**config.mk**
```make
export PLATFORM = sky130hd
export DESIGN_NAME = power_ctrl_top
export DESIGN_NICKNAME = d
export VERILOG_FILES = /design/src/logic/power_pkg.sv /design/src/logic/camera_power_seq.sv /design/src/logic/power_ctrl_top.sv /design/src/logic/power_regs.sv
export SDC_FILE = /design/constraint.sdc
export NUM_CORES = 1
export LEC_CHECK = 0
export ABC_CLOCK_PERIOD_IN_PS = 3490
export BUFFER_PORTS_ARGS = -buffer_cell sky130_fd_sc_hd__buf_2
export CAP_MARGIN = 20
export CELL_PAD_IN_SITES_DETAIL_PLACEMENT = 2
export CELL_PAD_IN_SITES_GLOBAL_PLACEMENT = 2
export CORE_ASPECT_RATIO = 1.4
export CORE_MARGIN = 3
export CORE_UTILIZATION = 37
export CTS_CLUSTER_DIAMETER = 150
export DETAILED_ROUTE_END_ITERATION = 16
export GPL_ROUTABILITY_DRIVEN = 0
export PLACE_DENSITY = 0.81
export SLEW_MARGIN = 0
export SYNTH_ARGS = -nofsm -noshare
export SYNTH_HDL_FRONTEND = slang
export SYNTH_SLANG_ARGS = --single-unit
```
**constraint.sdc**
```tcl
create_clock -name clk -period 3.49 [get_ports clk]
set_input_delay 0.1745 -clock clk [delete_from_list [all_inputs] [get_ports clk]]
set_output_delay 0.1745 -clock clk [all_outputs]
set_load 0.005 [all_outputs]
```
**src/logic/power_pkg.sv**
```systemverilog
package power_pkg;

	// ----------------------------------------------------------------------
	// channel count and bus widths
	// ----------------------------------------------------------------------
	localparam int num_cameras = 5;
	localparam int apb_addr_w  = 4;
	localparam int apb_data_w  = 32;

	// command word bit positions
	localparam int sensor_pwr_bit = 21;
	localparam int motor_pwr_bit  = 22;
	localparam int camera_bit_lo  = 24;  // cameras 0..4 on bits 24..28

	// status word field positions, sensor and motor share the command bits
	localparam int stat_pwr_lo  = 0;
	localparam int stat_rst_lo  = 8;
	localparam int stat_busy_lo = 16;

	// ----------------------------------------------------------------------
	// sequencer timing
	// ----------------------------------------------------------------------
	localparam int pulse_w     = 16;
	localparam int settle_mult = 4;      // pulse periods spent on power settle
	localparam int settle_w    = $clog2(settle_mult);

	localparam logic [settle_w-1:0] settle_last   = settle_w'(settle_mult - 1);
	localparam logic [pulse_w-1:0]  pulse_default = 16'd8;  // short default period

	// register map
	localparam logic [apb_addr_w-1:0] addr_cmd    = 4'h0;
	localparam logic [apb_addr_w-1:0] addr_pulse  = 4'h4;
	localparam logic [apb_addr_w-1:0] addr_status = 4'h8;

	typedef enum logic [1:0] {
		cam_idle,
		cam_pwr_wait,
		cam_rst_pulse
	} cam_state_t;

endpackage

```
**src/logic/camera_power_seq.sv**
```systemverilog
`timescale 1ns/1ps

module camera_power_seq
	import power_pkg::*;
(
	input  logic               clk,
	input  logic               rst_n,
	input  logic               cmd_valid,
	input  logic               cam_on,     // this camera's command bit
	input  logic [pulse_w-1:0] pulse_len,
	output logic               camera_pwr_en,
	output logic               camera_rst,
	output logic               cam_busy
);

	cam_state_t          state;
	logic [pulse_w-1:0]  pulse_cnt;   // cycles within one pulse period
	logic [settle_w-1:0] period_cnt;  // pulse periods spent settling
	logic                pulse_done;

	// last cycle of the current period; a zero length acts as one cycle
	assign pulse_done = (pulse_cnt + pulse_w'(1)) >= pulse_len;

	assign cam_busy = (state != cam_idle);

	// ----------------------------------------------------------------------
	// sequencer
	// ----------------------------------------------------------------------
	always_ff @(posedge clk) begin
		if (!rst_n) begin
			state         <= cam_rst_pulse;  // powered and reset after rst_n
			pulse_cnt     <= '0;
			period_cnt    <= '0;
			camera_pwr_en <= 1'b1;
			camera_rst    <= 1'b0;
		end else begin
			case (state)
				cam_idle: begin
					camera_rst <= 1'b0;
					pulse_cnt  <= '0;
					period_cnt <= '0;
					if (cmd_valid) begin
						if (camera_pwr_en && !cam_on) begin
							camera_pwr_en <= 1'b0;  // close at once
						end else if (!camera_pwr_en && cam_on) begin
							state <= cam_pwr_wait;
						end
					end
				end

				cam_pwr_wait: begin
					camera_pwr_en <= 1'b1;
					if (pulse_done) begin
						pulse_cnt <= '0;
						if (period_cnt == settle_last) begin
							period_cnt <= '0;
							state      <= cam_rst_pulse;
						end else begin
							period_cnt <= period_cnt + settle_w'(1);
						end
					end else begin
						pulse_cnt <= pulse_cnt + pulse_w'(1);
					end
				end

				cam_rst_pulse: begin
					camera_rst <= 1'b1;  // held for one pulse period
					if (pulse_done) begin
						pulse_cnt <= '0;
						state     <= cam_idle;
					end else begin
						pulse_cnt <= pulse_cnt + pulse_w'(1);
					end
				end

				default: begin
					state <= cam_idle;
				end
			endcase
		end
	end

endmodule

```
**src/logic/power_ctrl_top.sv**
```systemverilog
`timescale 1ns/1ps

module power_ctrl_top
	import power_pkg::*;
(
	input  logic                   clk,
	input  logic                   rst_n,

	// apb slave
	input  logic                   psel,
	input  logic                   penable,
	input  logic                   pwrite,
	input  logic [apb_addr_w-1:0]  paddr,
	input  logic [apb_data_w-1:0]  pwdata,
	output logic [apb_data_w-1:0]  prdata,
	output logic                   pready,
	output logic                   pslverr,

	// power outputs
	output logic                   sensor_pwr_en,
	output logic                   motor_pwr_en,
	output logic [num_cameras-1:0] camera_pwr_en,
	output logic [num_cameras-1:0] camera_rst
);

	logic                  cmd_valid;
	logic [apb_data_w-1:0] cmd_word;
	logic [pulse_w-1:0]    pulse_len;
	logic [num_cameras-1:0] cam_busy;

	// ----------------------------------------------------------------------
	// register block
	// ----------------------------------------------------------------------
	power_regs u_regs (
		.clk           (clk),
		.rst_n         (rst_n),
		.psel          (psel),
		.penable       (penable),
		.pwrite        (pwrite),
		.paddr         (paddr),
		.pwdata        (pwdata),
		.prdata        (prdata),
		.pready        (pready),
		.pslverr       (pslverr),
		.cam_busy      (cam_busy),
		.camera_pwr_en (camera_pwr_en),
		.camera_rst    (camera_rst),
		.cmd_valid     (cmd_valid),
		.cmd_word      (cmd_word),
		.pulse_len     (pulse_len),
		.sensor_pwr_en (sensor_pwr_en),
		.motor_pwr_en  (motor_pwr_en)
	);

	// ----------------------------------------------------------------------
	// one sequencer per camera
	// ----------------------------------------------------------------------
	for (genvar i = 0; i < num_cameras; i++) begin : g_cam
		camera_power_seq u_seq (
			.clk           (clk),
			.rst_n         (rst_n),
			.cmd_valid     (cmd_valid),
			.cam_on        (cmd_word[camera_bit_lo + i]),  // camera i request bit
			.pulse_len     (pulse_len),
			.camera_pwr_en (camera_pwr_en[i]),
			.camera_rst    (camera_rst[i]),
			.cam_busy      (cam_busy[i])
		);
	end

endmodule

```
**src/logic/power_regs.sv**
```systemverilog
`timescale 1ns/1ps

module power_regs
	import power_pkg::*;
(
	input  logic                   clk,
	input  logic                   rst_n,

	// apb slave
	input  logic                   psel,
	input  logic                   penable,
	input  logic                   pwrite,
	input  logic [apb_addr_w-1:0]  paddr,
	input  logic [apb_data_w-1:0]  pwdata,
	output logic [apb_data_w-1:0]  prdata,
	output logic                   pready,
	output logic                   pslverr,

	// feedback from the sequencers
	input  logic [num_cameras-1:0] cam_busy,
	input  logic [num_cameras-1:0] camera_pwr_en,
	input  logic [num_cameras-1:0] camera_rst,

	// command side
	output logic                   cmd_valid,
	output logic [apb_data_w-1:0]  cmd_word,
	output logic [pulse_w-1:0]     pulse_len,
	output logic                   sensor_pwr_en,
	output logic                   motor_pwr_en
);

	logic                  access;
	logic                  addr_ok;
	logic                  wr_cmd;
	logic                  wr_pulse;
	logic [apb_data_w-1:0] status_word;

	// ----------------------------------------------------------------------
	// transfer decode
	// ----------------------------------------------------------------------
	assign access = psel & penable;  // access phase of a transfer
	assign pready = 1'b1;            // no wait states

	always_comb begin
		case (paddr)
			addr_cmd:    addr_ok = 1'b1;
			addr_pulse:  addr_ok = 1'b1;
			addr_status: addr_ok = ~pwrite;  // read only
			default:     addr_ok = 1'b0;
		endcase
	end

	assign pslverr  = access & ~addr_ok;
	assign wr_cmd   = access & pwrite & (paddr == addr_cmd);
	assign wr_pulse = access & pwrite & (paddr == addr_pulse);

	// ----------------------------------------------------------------------
	// command register and power enables
	// ----------------------------------------------------------------------
	always_ff @(posedge clk) begin
		if (!rst_n) begin
			cmd_word      <= '0;
			cmd_valid     <= 1'b0;
			sensor_pwr_en <= 1'b0;
			motor_pwr_en  <= 1'b0;
		end else begin
			cmd_valid <= wr_cmd;  // one cycle strobe to the sequencers
			if (wr_cmd) begin
				cmd_word      <= pwdata;
				sensor_pwr_en <= pwdata[sensor_pwr_bit];
				motor_pwr_en  <= pwdata[motor_pwr_bit];
			end
		end
	end

	// pulse period, low bits only
	always_ff @(posedge clk) begin
		if (!rst_n) begin
			pulse_len <= pulse_default;
		end else if (wr_pulse) begin
			pulse_len <= pwdata[pulse_w-1:0];
		end
	end

	// ----------------------------------------------------------------------
	// status and read mux
	// ----------------------------------------------------------------------
	always_comb begin
		status_word = '0;
		status_word[stat_pwr_lo  +: num_cameras] = camera_pwr_en;
		status_word[stat_rst_lo  +: num_cameras] = camera_rst;
		status_word[stat_busy_lo +: num_cameras] = cam_busy;
		status_word[sensor_pwr_bit] = sensor_pwr_en;
		status_word[motor_pwr_bit]  = motor_pwr_en;
	end

	// data is valid in the access cycle
	always_comb begin
		case (paddr)
			addr_cmd:    prdata = cmd_word;
			addr_pulse:  prdata = {{(apb_data_w - pulse_w){1'b0}}, pulse_len};
			addr_status: prdata = status_word;
			default:     prdata = '0;
		endcase
	end

endmodule

```
# Yosys cells after proc, flatten, opt, wreduce, memory -nomap -nowiden
# Cells that the tools add are included.
word_totals:
  output_inout_bits: 46
  memories: 0
  wordCells: 253
  romBits: 0
  regBits: 161
  mem_bits_rw: 0
  in_bits: 41
  latch_bits: 0
op_classes:
  order_cmp: 5
  muxes: 82
  shift: 0
  div: 0
  addsub: 10
  bitwise: 7
  n_mul: 0
  n_reduce_logical: 67
  n_eq_ne: 52
op_table:
  columns: ["cell", "n"]
  rows:
  - ["$pmux W16 S2", 5]
  - ["$pmux W32 S3", 1]
  - ["$add A16 B1 Y16 const B", 5]
  - ["$ge A16 B16 Y1", 5]
  - ["$mux W16", 5]
  - ["$mux W2", 40]
  - ["$ne A2 B1 Y1 const B", 25]
  - ["$reduce_bool A2 Y1", 20]
  - ["$pmux W2 S3", 5]
  - ["$reduce_and A6 Y1", 5]
  - ["$pmux W1 S2", 11]
  - ["$eq A2 B2 Y1 const B", 10]
  - ["$ne A2 B2 Y1 const B", 10]
  - ["$pmux W2 S2", 5]
  - ["$reduce_and A3 Y1", 5]
  - ["$reduce_or A2 Y1", 6]
  - ["$add A2 B1 Y2 const B", 5]
  - ["$eq A2 B1 Y1 const B", 5]
  - ["$logic_and A1 B1 Y1", 10]
  - ["$logic_not A1 Y1", 10]
  - ["$logic_not A2 Y1", 5]
  - ["$mux W1", 10]
  - ["$reduce_and A2 Y1", 5]
  - ["$and A1 B1 Y1", 5]
  - ["other kinds (4)", 5]

# Longest topological paths before layout
# Gate-level depths: netlist (run 1).
depth:
  word_depth: 6
  ltp_mapped: 15
  mapped_depth_nobuf: 13

# Cells and area by module
# From an unflattened synthesis (run 1), not the netlist that was laid out.
hier_totals:
  hier_cells: 1338
  hier_area_um2: 11091.9
modules_own_cells:
  columns: ["mod", "seq_area_each_um2", "area_each_um2", "cells_per_inst", "instances"]
  rows:
  - ["camera_power_seq", 440.4, 1737.9, 213, 5]
  - ["power_regs", 980.9, 2402.3, 273, 1]

# Least setup slack after synthesis (run 1)
# OpenSTA, ideal clock, no wires.
synth_timing:
  kind: "register to register"
  from: "register g_cam[2].u_seq.pulse_cnt[2]"
  to: "register g_cam[2].u_seq.state[0]"
  setup_ns: 0.128
  n_path_buf: 0
  synth_period_minus_slack_ns: 3.139
  slack_ns: 0.351
  required_time_ns: 3.362
  arrival_time_ns: 3.011
  stages_incl_launch_ff: 12
  path_cell_list: "dfxtp_1 and3_1 nand3_1 or4_4 xnor2_2 ha_1 nand2_1 nor4_4 a32oi_1 a311oi_1 mux2i_1 nor2_1"
synth_via:
  elab_chain_cells: 4
  elab_cells_between_ends: 5
  cone_classes: "add/sub (1); order compare (1); eq/ne (2); reduce/logical (1)"
synth_rtl:
  columns: ["element", "line", "text"]
  rows:
  - ["from (decl)", "camera_power_seq.sv:17", "logic [pulse_w-1:0] pulse_cnt;"]
  - ["from (signal assigned)", "camera_power_seq.sv:62", "pulse_cnt <= pulse_cnt + pulse_w'(1);"]
  - ["from (signal assigned)", "camera_power_seq.sv:72", "pulse_cnt <= pulse_cnt + pulse_w'(1);"]
  - ["$add A16 B1 Y16 *", "camera_power_seq.sv:22", "assign pulse_done = (pulse_cnt + pulse_w'(1)) >= pulse_len;"]
  - ["$ge A16 B16 Y1 *", "camera_power_seq.sv:22", null]
  - ["$ne A2 B1 Y1 (no source line)", null, null]
  - ["$reduce_and A6 Y1 (no source line) *", null, null]
  - ["to (signal assigned)", "camera_power_seq.sv:31", "state <= cam_rst_pulse;"]
  - ["to (signal assigned)", "camera_power_seq.sv:46", "state <= cam_pwr_wait;"]
  - ["to (signal assigned)", "camera_power_seq.sv:57", "state <= cam_rst_pulse;"]
  - ["to (decl)", "camera_power_seq.sv:16", "cam_state_t state;"]
# Every way passes the cells marked *; elsewhere a longest branch is shown, timed or not.
# A chain may end at the register's enable or synchronous reset.

# Worst setup path in the final report (run 1)
layout_timing:
  from: "register g_cam[2].u_seq.pulse_cnt[0]"
  to: "register g_cam[2].u_seq.pulse_cnt[2]"
layout_via:
  elab_chain_cells: 4
layout_rtl:
  columns: ["element", "line", "text"]
  rows:
  - ["$add A16 B1 Y16 *", "camera_power_seq.sv:22, camera_power_seq.sv:62, camera_power_seq.sv:72", null]
  - ["$ge A16 B16 Y1", "camera_power_seq.sv:22", null]
  - ["$mux W16 *", "camera_power_seq.sv:53, camera_power_seq.sv:68", null]
  - ["$pmux W16 S2 *", "camera_power_seq.sv:37", "case (state)"]
# Marked as above.

==> results of run 1 <==
[Yosys cell counts (14+ instances only)]
cell,n,area (µm²)
sky130_fd_sc_hd__ha_1,110,1380
sky130_fd_sc_hd__nor3_1,17,85.1
sky130_fd_sc_hd__a31oi_1,20,125
sky130_fd_sc_hd__and2_1,16,100
sky130_fd_sc_hd__a22oi_1,20,150
sky130_fd_sc_hd__nand4_1,28,175
sky130_fd_sc_hd__nand3b_1,14,105
sky130_fd_sc_hd__and3_1,18,113
sky130_fd_sc_hd__xnor2_1,47,412
sky130_fd_sc_hd__dfxtp_1,159,3180
sky130_fd_sc_hd__xor2_1,18,158
sky130_fd_sc_hd__nor2_1,117,439
sky130_fd_sc_hd__mux2i_1,21,210
sky130_fd_sc_hd__nand2_1,185,694
sky130_fd_sc_hd__buf_2,15,75.1
sky130_fd_sc_hd__inv_1,43,161
sky130_fd_sc_hd__a21oi_1,106,531
sky130_fd_sc_hd__clkbuf_1,39,146
sky130_fd_sc_hd__a32o_1,27,270
sky130_fd_sc_hd__o21ai_0,40,200
sky130_fd_sc_hd__nand3_1,53,265
[logic make-up (layout without fill, tap and decap cells)]
kind of cell	Yosys count	after routing	synth area share
AOI/OAI and AO/OA	276	276	0.178
xor gates and xnor gates	66	66	0.0565
and+or+nand+nor	520	520	0.247
other	1	1	0.000362
adders and majority gates	110	110	0.133
DFF	159	159	0.307
muxes	22	22	0.0214
buffers and inverters	119	226	0.0574
[worst paths after layout]
path                          startpoint                            to  slack (ns)
max          g_cam[2].u_seq.pulse_cnt[0]   g_cam[2].u_seq.pulse_cnt[2]        0.11
min                                rst_n  g_cam[3].u_seq.period_cnt[0]        0.19
max reg2reg  g_cam[2].u_seq.pulse_cnt[0]   g_cam[2].u_seq.pulse_cnt[2]        0.11
min reg2reg          u_regs.cmd_word[15]           u_regs.cmd_word[15]        0.46
[critical path: cells and delay by family, from the launching register on]
kind / cells / cell delay, ns
flip-flops: 1 / 0.43
adder cells (fa/ha/maj): 2 / 0.61
AO/OA/AOI/OAI: 3 / 0.75
AND/OR/NAND/NOR: 5 / 1.29
XOR/XNOR: 1 / 0.22
[power by group through the flow]
stage                     Clock (mW)  Combinational, mW  Sequential (mW)
after floorplan                    0              0.839             2.06
after global placement             0               1.10             2.09
final                           2.23               1.31             2.09
after detailed placement           0               1.16             2.10
after global routing            2.33               1.45             2.10
after CTS                       2.25               1.26             2.07
[through the flow]
step,instances,area (µm²)
5_1_grt,1745,12200
4_1_cts,1743,12100
3_3_place_gp,1680,11100
6_report,1745,12200
3_5_place_dp,1680,11100
2_1_floorplan,1273,10400
[state kept, by name, indices dropped and copies added (netlist names)]
| signal | count |
|---|---|
| g_cam.u_seq.period_cnt | 10 |
| g_cam.u_seq.camera_rst | 5 |
| u_regs.cmd_valid | 1 |
| g_cam.u_seq.camera_pwr_en | 5 |
| g_cam.u_seq.pulse_cnt | 80 |
| u_regs.pulse_len | 16 |
| g_cam.u_seq.state | 10 |
| u_regs.cmd_word | 32 |
[routing by layer]
metal / part of all wire / routed length (µm) / GRT usage
met1: 0.39 / 16100 / 0.293
met2: 0.53 / 21900 / 0.517
met3: 0.033 / 1360 / 0.0399
met4: 0.048 / 1990 / 0.143
met5: 0 / 0 / 0
[timing repair]
action,in CTS,in global routing
resized for setup,8,28
cloned,0,0
endpoints found under the hold margin,44,0
buffers inserted,0,2
hold buffers,32,0
pin swaps,1,5
setup endpoints to repair,20,19
[area by class of cell]
class                      count  share of cell area
clock buffer                  18              0.0359
clock inverter                13              0.0193
inverter                      43              0.0133
multi-input combinational    995               0.550
sequential                   159               0.261
tap                          365              0.0374
timing repair buffer         152              0.0835
==> parameters.txt, run 1 <==
Parameter                              Value

Power and ir drop
  Pwr/cell area ... 460 nW/µm²
  Comb pwr share ... 0.233
  Share of power burned in registers ... 0.371
  IR drop worst, VDD ... 394 µV
  Leakage component of the power ... 5.09 nW
  Internal power of the cells ... 3.81 mW
  Psw ... 1.81 mW
  Clock share of power ... 0.396
  Sw frac ... 0.322
  Total Power Consumption ... 5.63 mW

Finish
  Most common cell after layout, fill and taps aside ... sky130_fd_sc_hd__nand2_1
  Share of the core filled with cells ... 0.450
  Area used by multi-input combinational logic ... 6720 µm²
  Fraction of final layout cells with drive strength greater than 1 ... 0.154
  Net count reported at finish ... 1519
  Most used cells in the layout excluding fill and tap cells ... 185 x sky130_fd_sc_hd__nand2_1, 153 x sky130_fd_sc_hd__dfxtp_1, 116 x sky130_fd_sc_hd__nor2_1, 107 x sky130_fd_sc_hd__ha_1, 105 x sky130_fd_sc_hd__a21oi_1
  Area added between synthesis and finish ... 17.9%
  Number of filler cells placed in the layout ... 3006
  Number of antenna diodes ... 0
  Register Area ... 3190 µm²

STA
  Final worst slack ... 0.114 ns
  Worst Tran Pin Value ... 0.809 ns
  Tcrit/Tclk final ... 0.967
  Total negative setup slack ... 0 ns
  Top achievable clock speed ... 0.296 GHz
  Worst clock skew ... 0.0131 ns
  Worst hold slack ... 0.192 ns
  Final number of setup-violating endpoints ... 0
  Relative slew margins ... 0.459
  Final worst path period need ... 3.38 ns
  Hold Violations, Final ... 0
  Fin. max-slew vios ... 0

Worst setup path
  Cells along the critical path ... ha_1 -> nand2_1 -> nor3_1 -> xnor2_1 -> ha_1 -> nand2_1 -> o21ai_0 -> a2111oi_2 -> nand2_1 -> or2_1 -> a31oi_1
  Kind of launch point of the worst setup path ... register
  Endpoint required time on the critical path ... 3.86 ns
  Register-to-Register Path Depth ... 11
  WS Path Type ... register to register
  CP Capture Type ... register
  Data arrival, critical path ... 3.75 ns
  Critical-path maximum fanout ... 6
  CP peak stage delay ... 0.44 ns
  Standard cell with the maximum stage delay on the critical path ... sky130_fd_sc_hd__nor3_1
  Most frequent cell on the critical path ... sky130_fd_sc_hd__nand2_1

Logic synthesis
  Share of flip-flops with an asynchronous set or reset after synthesis ... 0
  Number of synthesized flops with an enable pin ... 0
  Post-synthesis register bit count ... 159
  Synthesized cell area ... 10400 µm²
  Post-Synthesis Mean Instance Area ... 8.14 µm²
  Synth Flop Type ... sky130_fd_sc_hd__dfxtp_1
  Synth Instances ... 1273
  Yosys warning count ... 0
  Share of the yosys chip area belonging to registers ... 0.307
  Count of unique library cells instantiated by Yosys ... 77
  Total nets after synthesis ... 1424

CTS
  TritonCTS clock tree ... built
  Number of clock buffers inserted by TritonCTS ... 17
  Number of clock sinks seen by CTS ... 159
  Insertion delay to the later sink of the worst-skew pair ... 0.45 ns
  CTS root buffer ... sky130_fd_sc_hd__clkbuf_16
  Buffers from clock root to sink, at most ... 2
  Total number of H-tree levels ... 4
  Clock slew at reported path FFs ... 0.07 ns

Global routing
  Vias in the first global route ... 11.6k
  GRT Residual Overflow ... 0
  Number of antenna violations at the first check in global routing ... 0
  Global router's overall resource usage ... 0.274
  Largest net degree at the start of global routing ... 56
  Wire length of the first global-routing pass ... 65100 µm

Floorplan
  X dimension of the die ... 147 µm
  Floorplan die area ... 30100 µm²
  Core box area ... 27200 µm²
  Row Count ... 71
  Number of primary I/O pins ... 87
  Initial standard-cell utilization of the core ... 0.381
  Die Y ... 204 µm

Min path
  Hold-critical path depth ... 4
  Worst min-delay path category ... input pin to register

Run status
  Result of the run ... finished, final reports clean

Route
  First-iteration detailed-routing DRC count ... 379
  Final antenna-violating net count ... 0
  DRC errors left ... 0
  Wirelength, routed ... 41400 µm
  Drt via density ... 5.82
  Number of vias after detailed routing ... 10.2k
  Post-detailed-route wirelength per cell ... 23.7 µm
  First-pass iteration count of the detailed router ... 5

Place
  Worst slack at placement ... 0.110 ns
  Total half-perimeter wirelength after legalization and detailed placement ... 26500 µm
  Buffers on Ports ... 85

Run
  Number of max-cap violations ... 0
Note: power is estimated with default switching activity, not from simulation.
==> inputs of run 2 (changes only) <==
--- a/config.mk
+++ b/config.mk
@@ -11,7 +11,6 @@
 export CELL_PAD_IN_SITES_DETAIL_PLACEMENT = 2
 export CELL_PAD_IN_SITES_GLOBAL_PLACEMENT = 2
 export CORE_ASPECT_RATIO = 1.4
-export CORE_MARGIN = 3
 export CORE_UTILIZATION = 37
 export CTS_CLUSTER_DIAMETER = 150
 export DETAILED_ROUTE_END_ITERATION = 16
==> parameters.txt, run 2 (synthesized netlist as in run 1, its figures left out) <==
Parameter                              Value

Run status
  Result of the run ... complete, but fails checks
  Violated checks ... setup timing

Worst setup path
  Capturing instance or port of the critical path ... g_cam[2].u_seq.pulse_cnt[2]
  Beginning of the critical path ... g_cam[2].u_seq.pulse_cnt[3]
  Data arrival, critical path ... 3.84 ns
  Kind of launch point of the worst setup path ... register
  Critical-path maximum fanout ... 9
  Register-to-register setup slack ... -0.04 ns
  Worst reg2reg path startpoint ... g_cam[2].u_seq.pulse_cnt[3]
  Register-to-Register Path Depth ... 12
  Endpoint required time on the critical path ... 3.81 ns
  WS Path Type ... register to register
  Worst flop-to-flop path endpoint ... g_cam[2].u_seq.pulse_cnt[2]
  CP Capture Type ... register

Global routing
  GRT Residual Overflow ... 0
  Wire length of the first global-routing pass ... 64000 µm
  Number of antenna violations at the first check in global routing ... 1
  Vias in the first global route ... 11.4k
  Largest net degree at the start of global routing ... 79
  Global router's overall resource usage ... 0.295

Run
  Number of max-cap violations ... 0

CTS
  Buffers from clock root to sink, at most ... 2
  Total number of H-tree levels ... 4
  TritonCTS clock tree ... built
  Number of clock sinks seen by CTS ... 159
  Number of clock buffers inserted by TritonCTS ... 17
  Insertion delay to the later sink of the worst-skew pair ... 0.46 ns
  Clock slew at reported path FFs ... 0.07 ns
  CTS root buffer ... sky130_fd_sc_hd__clkbuf_16

STA
  Worst clock skew ... 0.0125 ns
  Top achievable clock speed ... 0.283 GHz
  Relative slew margins ... 0.376
  Total negative setup slack ... -0.0380 ns
  Hold Violations, Final ... 0
  Fin. max-slew vios ... 0
  Worst hold slack ... 0.230 ns
  Final worst slack ... -0.0380 ns
  Final worst path period need ... 3.53 ns
  Worst Tran Pin Value ... 0.936 ns
  Tcrit/Tclk final ... 1.01
  Final number of setup-violating endpoints ... 1

Finish
  Most common cell after layout, fill and taps aside ... sky130_fd_sc_hd__nand2_1
  Largest register FFs ... 80
  Share of the core filled with cells ... 0.441
  Net count reported at finish ... 1520
  Fraction of final layout cells with drive strength greater than 1 ... 0.154
  Non-filler cells in the finished layout ... 1752
  Most used cells in the layout excluding fill and tap cells ... 184 x sky130_fd_sc_hd__nand2_1, 154 x sky130_fd_sc_hd__dfxtp_1, 117 x sky130_fd_sc_hd__nor2_1, 107 x sky130_fd_sc_hd__ha_1, 105 x sky130_fd_sc_hd__a21oi_1
  Largest registers ... g_cam.u_seq.pulse_cnt (80), u_regs.cmd_word (32), u_regs.pulse_len (16)
  Number of antenna diodes ... 0
  Register ranked first by flip-flop count ... g_cam.u_seq.pulse_cnt
  Area added between synthesis and finish ... 17.3%

Power and ir drop
  Pwr/cell area ... 442 nW/µm²
  Clock share of power ... 0.362
  Internal power of the cells ... 3.52 mW
  Leakage component of the power ... 5.06 nW
  Share of power burned in registers ... 0.387
  Sw frac ... 0.344
  Psw ... 1.85 mW
  IR drop worst, VDD ... 394 µV
  Comb pwr share ... 0.251

Place
  Inst Count DP ... 1685
  Total half-perimeter wirelength after legalization and detailed placement ... 26000 µm
  Buffers on Ports ... 85

Route
  First-pass iteration count of the detailed router ... 5
  DRC errors left ... 0
  Number of vias after detailed routing ... 10.3k
  Post-detailed-route wirelength per cell ... 24.3 µm
  Drt via density ... 5.89
  First-iteration detailed-routing DRC count ... 417
  Final antenna-violating net count ... 0
  Wirelength, routed ... 42600 µm

Floorplan
  Initial standard-cell utilization of the core ... 0.376
  Row Count ... 72
  Floorplan die area ... 28700 µm²
  Die Y ... 200 µm
  Number of primary I/O pins ... 87
  Core box area ... 27600 µm²
  X dimension of the die ... 143 µm

Min path
  Startpoint of the lowest-slack hold path ... rst_n
  Worst min-delay path category ... input pin to register
==> run 2: timing repair <==
action / in CTS / in global routing
setup endpoints to repair: 17 / 53
hold buffers: 32 / 0
pin swaps: 0 / 6
endpoints found under the hold margin: 46 / 0
resized for setup: 6 / 29
setup buffers: 0 / 3
==> run 2: per-layer routing <==
metal  GRT usage  up-vias  part of all wire
li1            -     4711                 -
met1       0.306     5216              0.38
met2       0.551      270              0.53
met3      0.0522      123             0.034
met4       0.174        2             0.048
met5           0        -           0.00021
==> run 2: how the worst min path moves through the flow <==
stage	end	slack, ns	cells past startpoint
5_1_grt	g_cam[1].u_seq.pulse_cnt[2]	0.25	3
3_3_place_gp	u_regs.cmd_word[31]	0.41	3
4_1_cts	g_cam[1].u_seq.pulse_cnt[2]	0.21	3
2_1_floorplan	u_regs.cmd_word[3]	0.31	2
6_report	g_cam[1].u_seq.pulse_cnt[2]	0.23	3
3_5_place_dp	u_regs.cmd_word[30]	0.42	3
==> run 2: through the flow <==
stage / worst slack (ns) / total power [mW] / instance area, µm²
after floorplan: 0.351 / 2.89 / 10400
after global placement: 0.231 / 3.20 / 11100
after detailed placement: 0.105 / 3.27 / 11100
after CTS: 0.0145 / 5.27 / 12000
after global routing: -0.179 / 5.57 / 12200
final: -0.0380 / 5.37 / 12200
==> run 2: layout make-up <==
type                    count  area [µm²]
fillers                  3107       15400
repair buffers            153        1030
well taps                 370         463
inverters                  43         163
flip-flops and latches    159        3190
multi-input cells         995        6730
clock inverters            13         141
clock buffers              19         443
==> run 2: worst max-delay path, cell delays in order, from the launching register on <==
cell                      delay [ns]
sky130_fd_sc_hd__dfxtp_1        0.41
sky130_fd_sc_hd__and3_1         0.24
sky130_fd_sc_hd__nand3_2        0.13
sky130_fd_sc_hd__or4_4          0.58
sky130_fd_sc_hd__xnor2_2        0.17
sky130_fd_sc_hd__ha_1           0.32
sky130_fd_sc_hd__nand2_1        0.14
sky130_fd_sc_hd__nor4_4         0.41
sky130_fd_sc_hd__a32oi_2        0.26
sky130_fd_sc_hd__buf_4          0.21
sky130_fd_sc_hd__buf_4          0.17
sky130_fd_sc_hd__a31oi_1        0.24
sky130_fd_sc_hd__a31oi_1        0.10
==> run 2: power by group through the flow <==
stage / Sequential (mW) / Combinational, mW / Clock, mW
3_5_place_dp: 2.10 / 1.17 / 0
2_1_floorplan: 2.06 / 0.839 / 0
6_report: 2.08 / 1.35 / 1.95
5_1_grt: 2.09 / 1.44 / 2.03
3_3_place_gp: 2.09 / 1.11 / 0
4_1_cts: 2.07 / 1.24 / 1.96
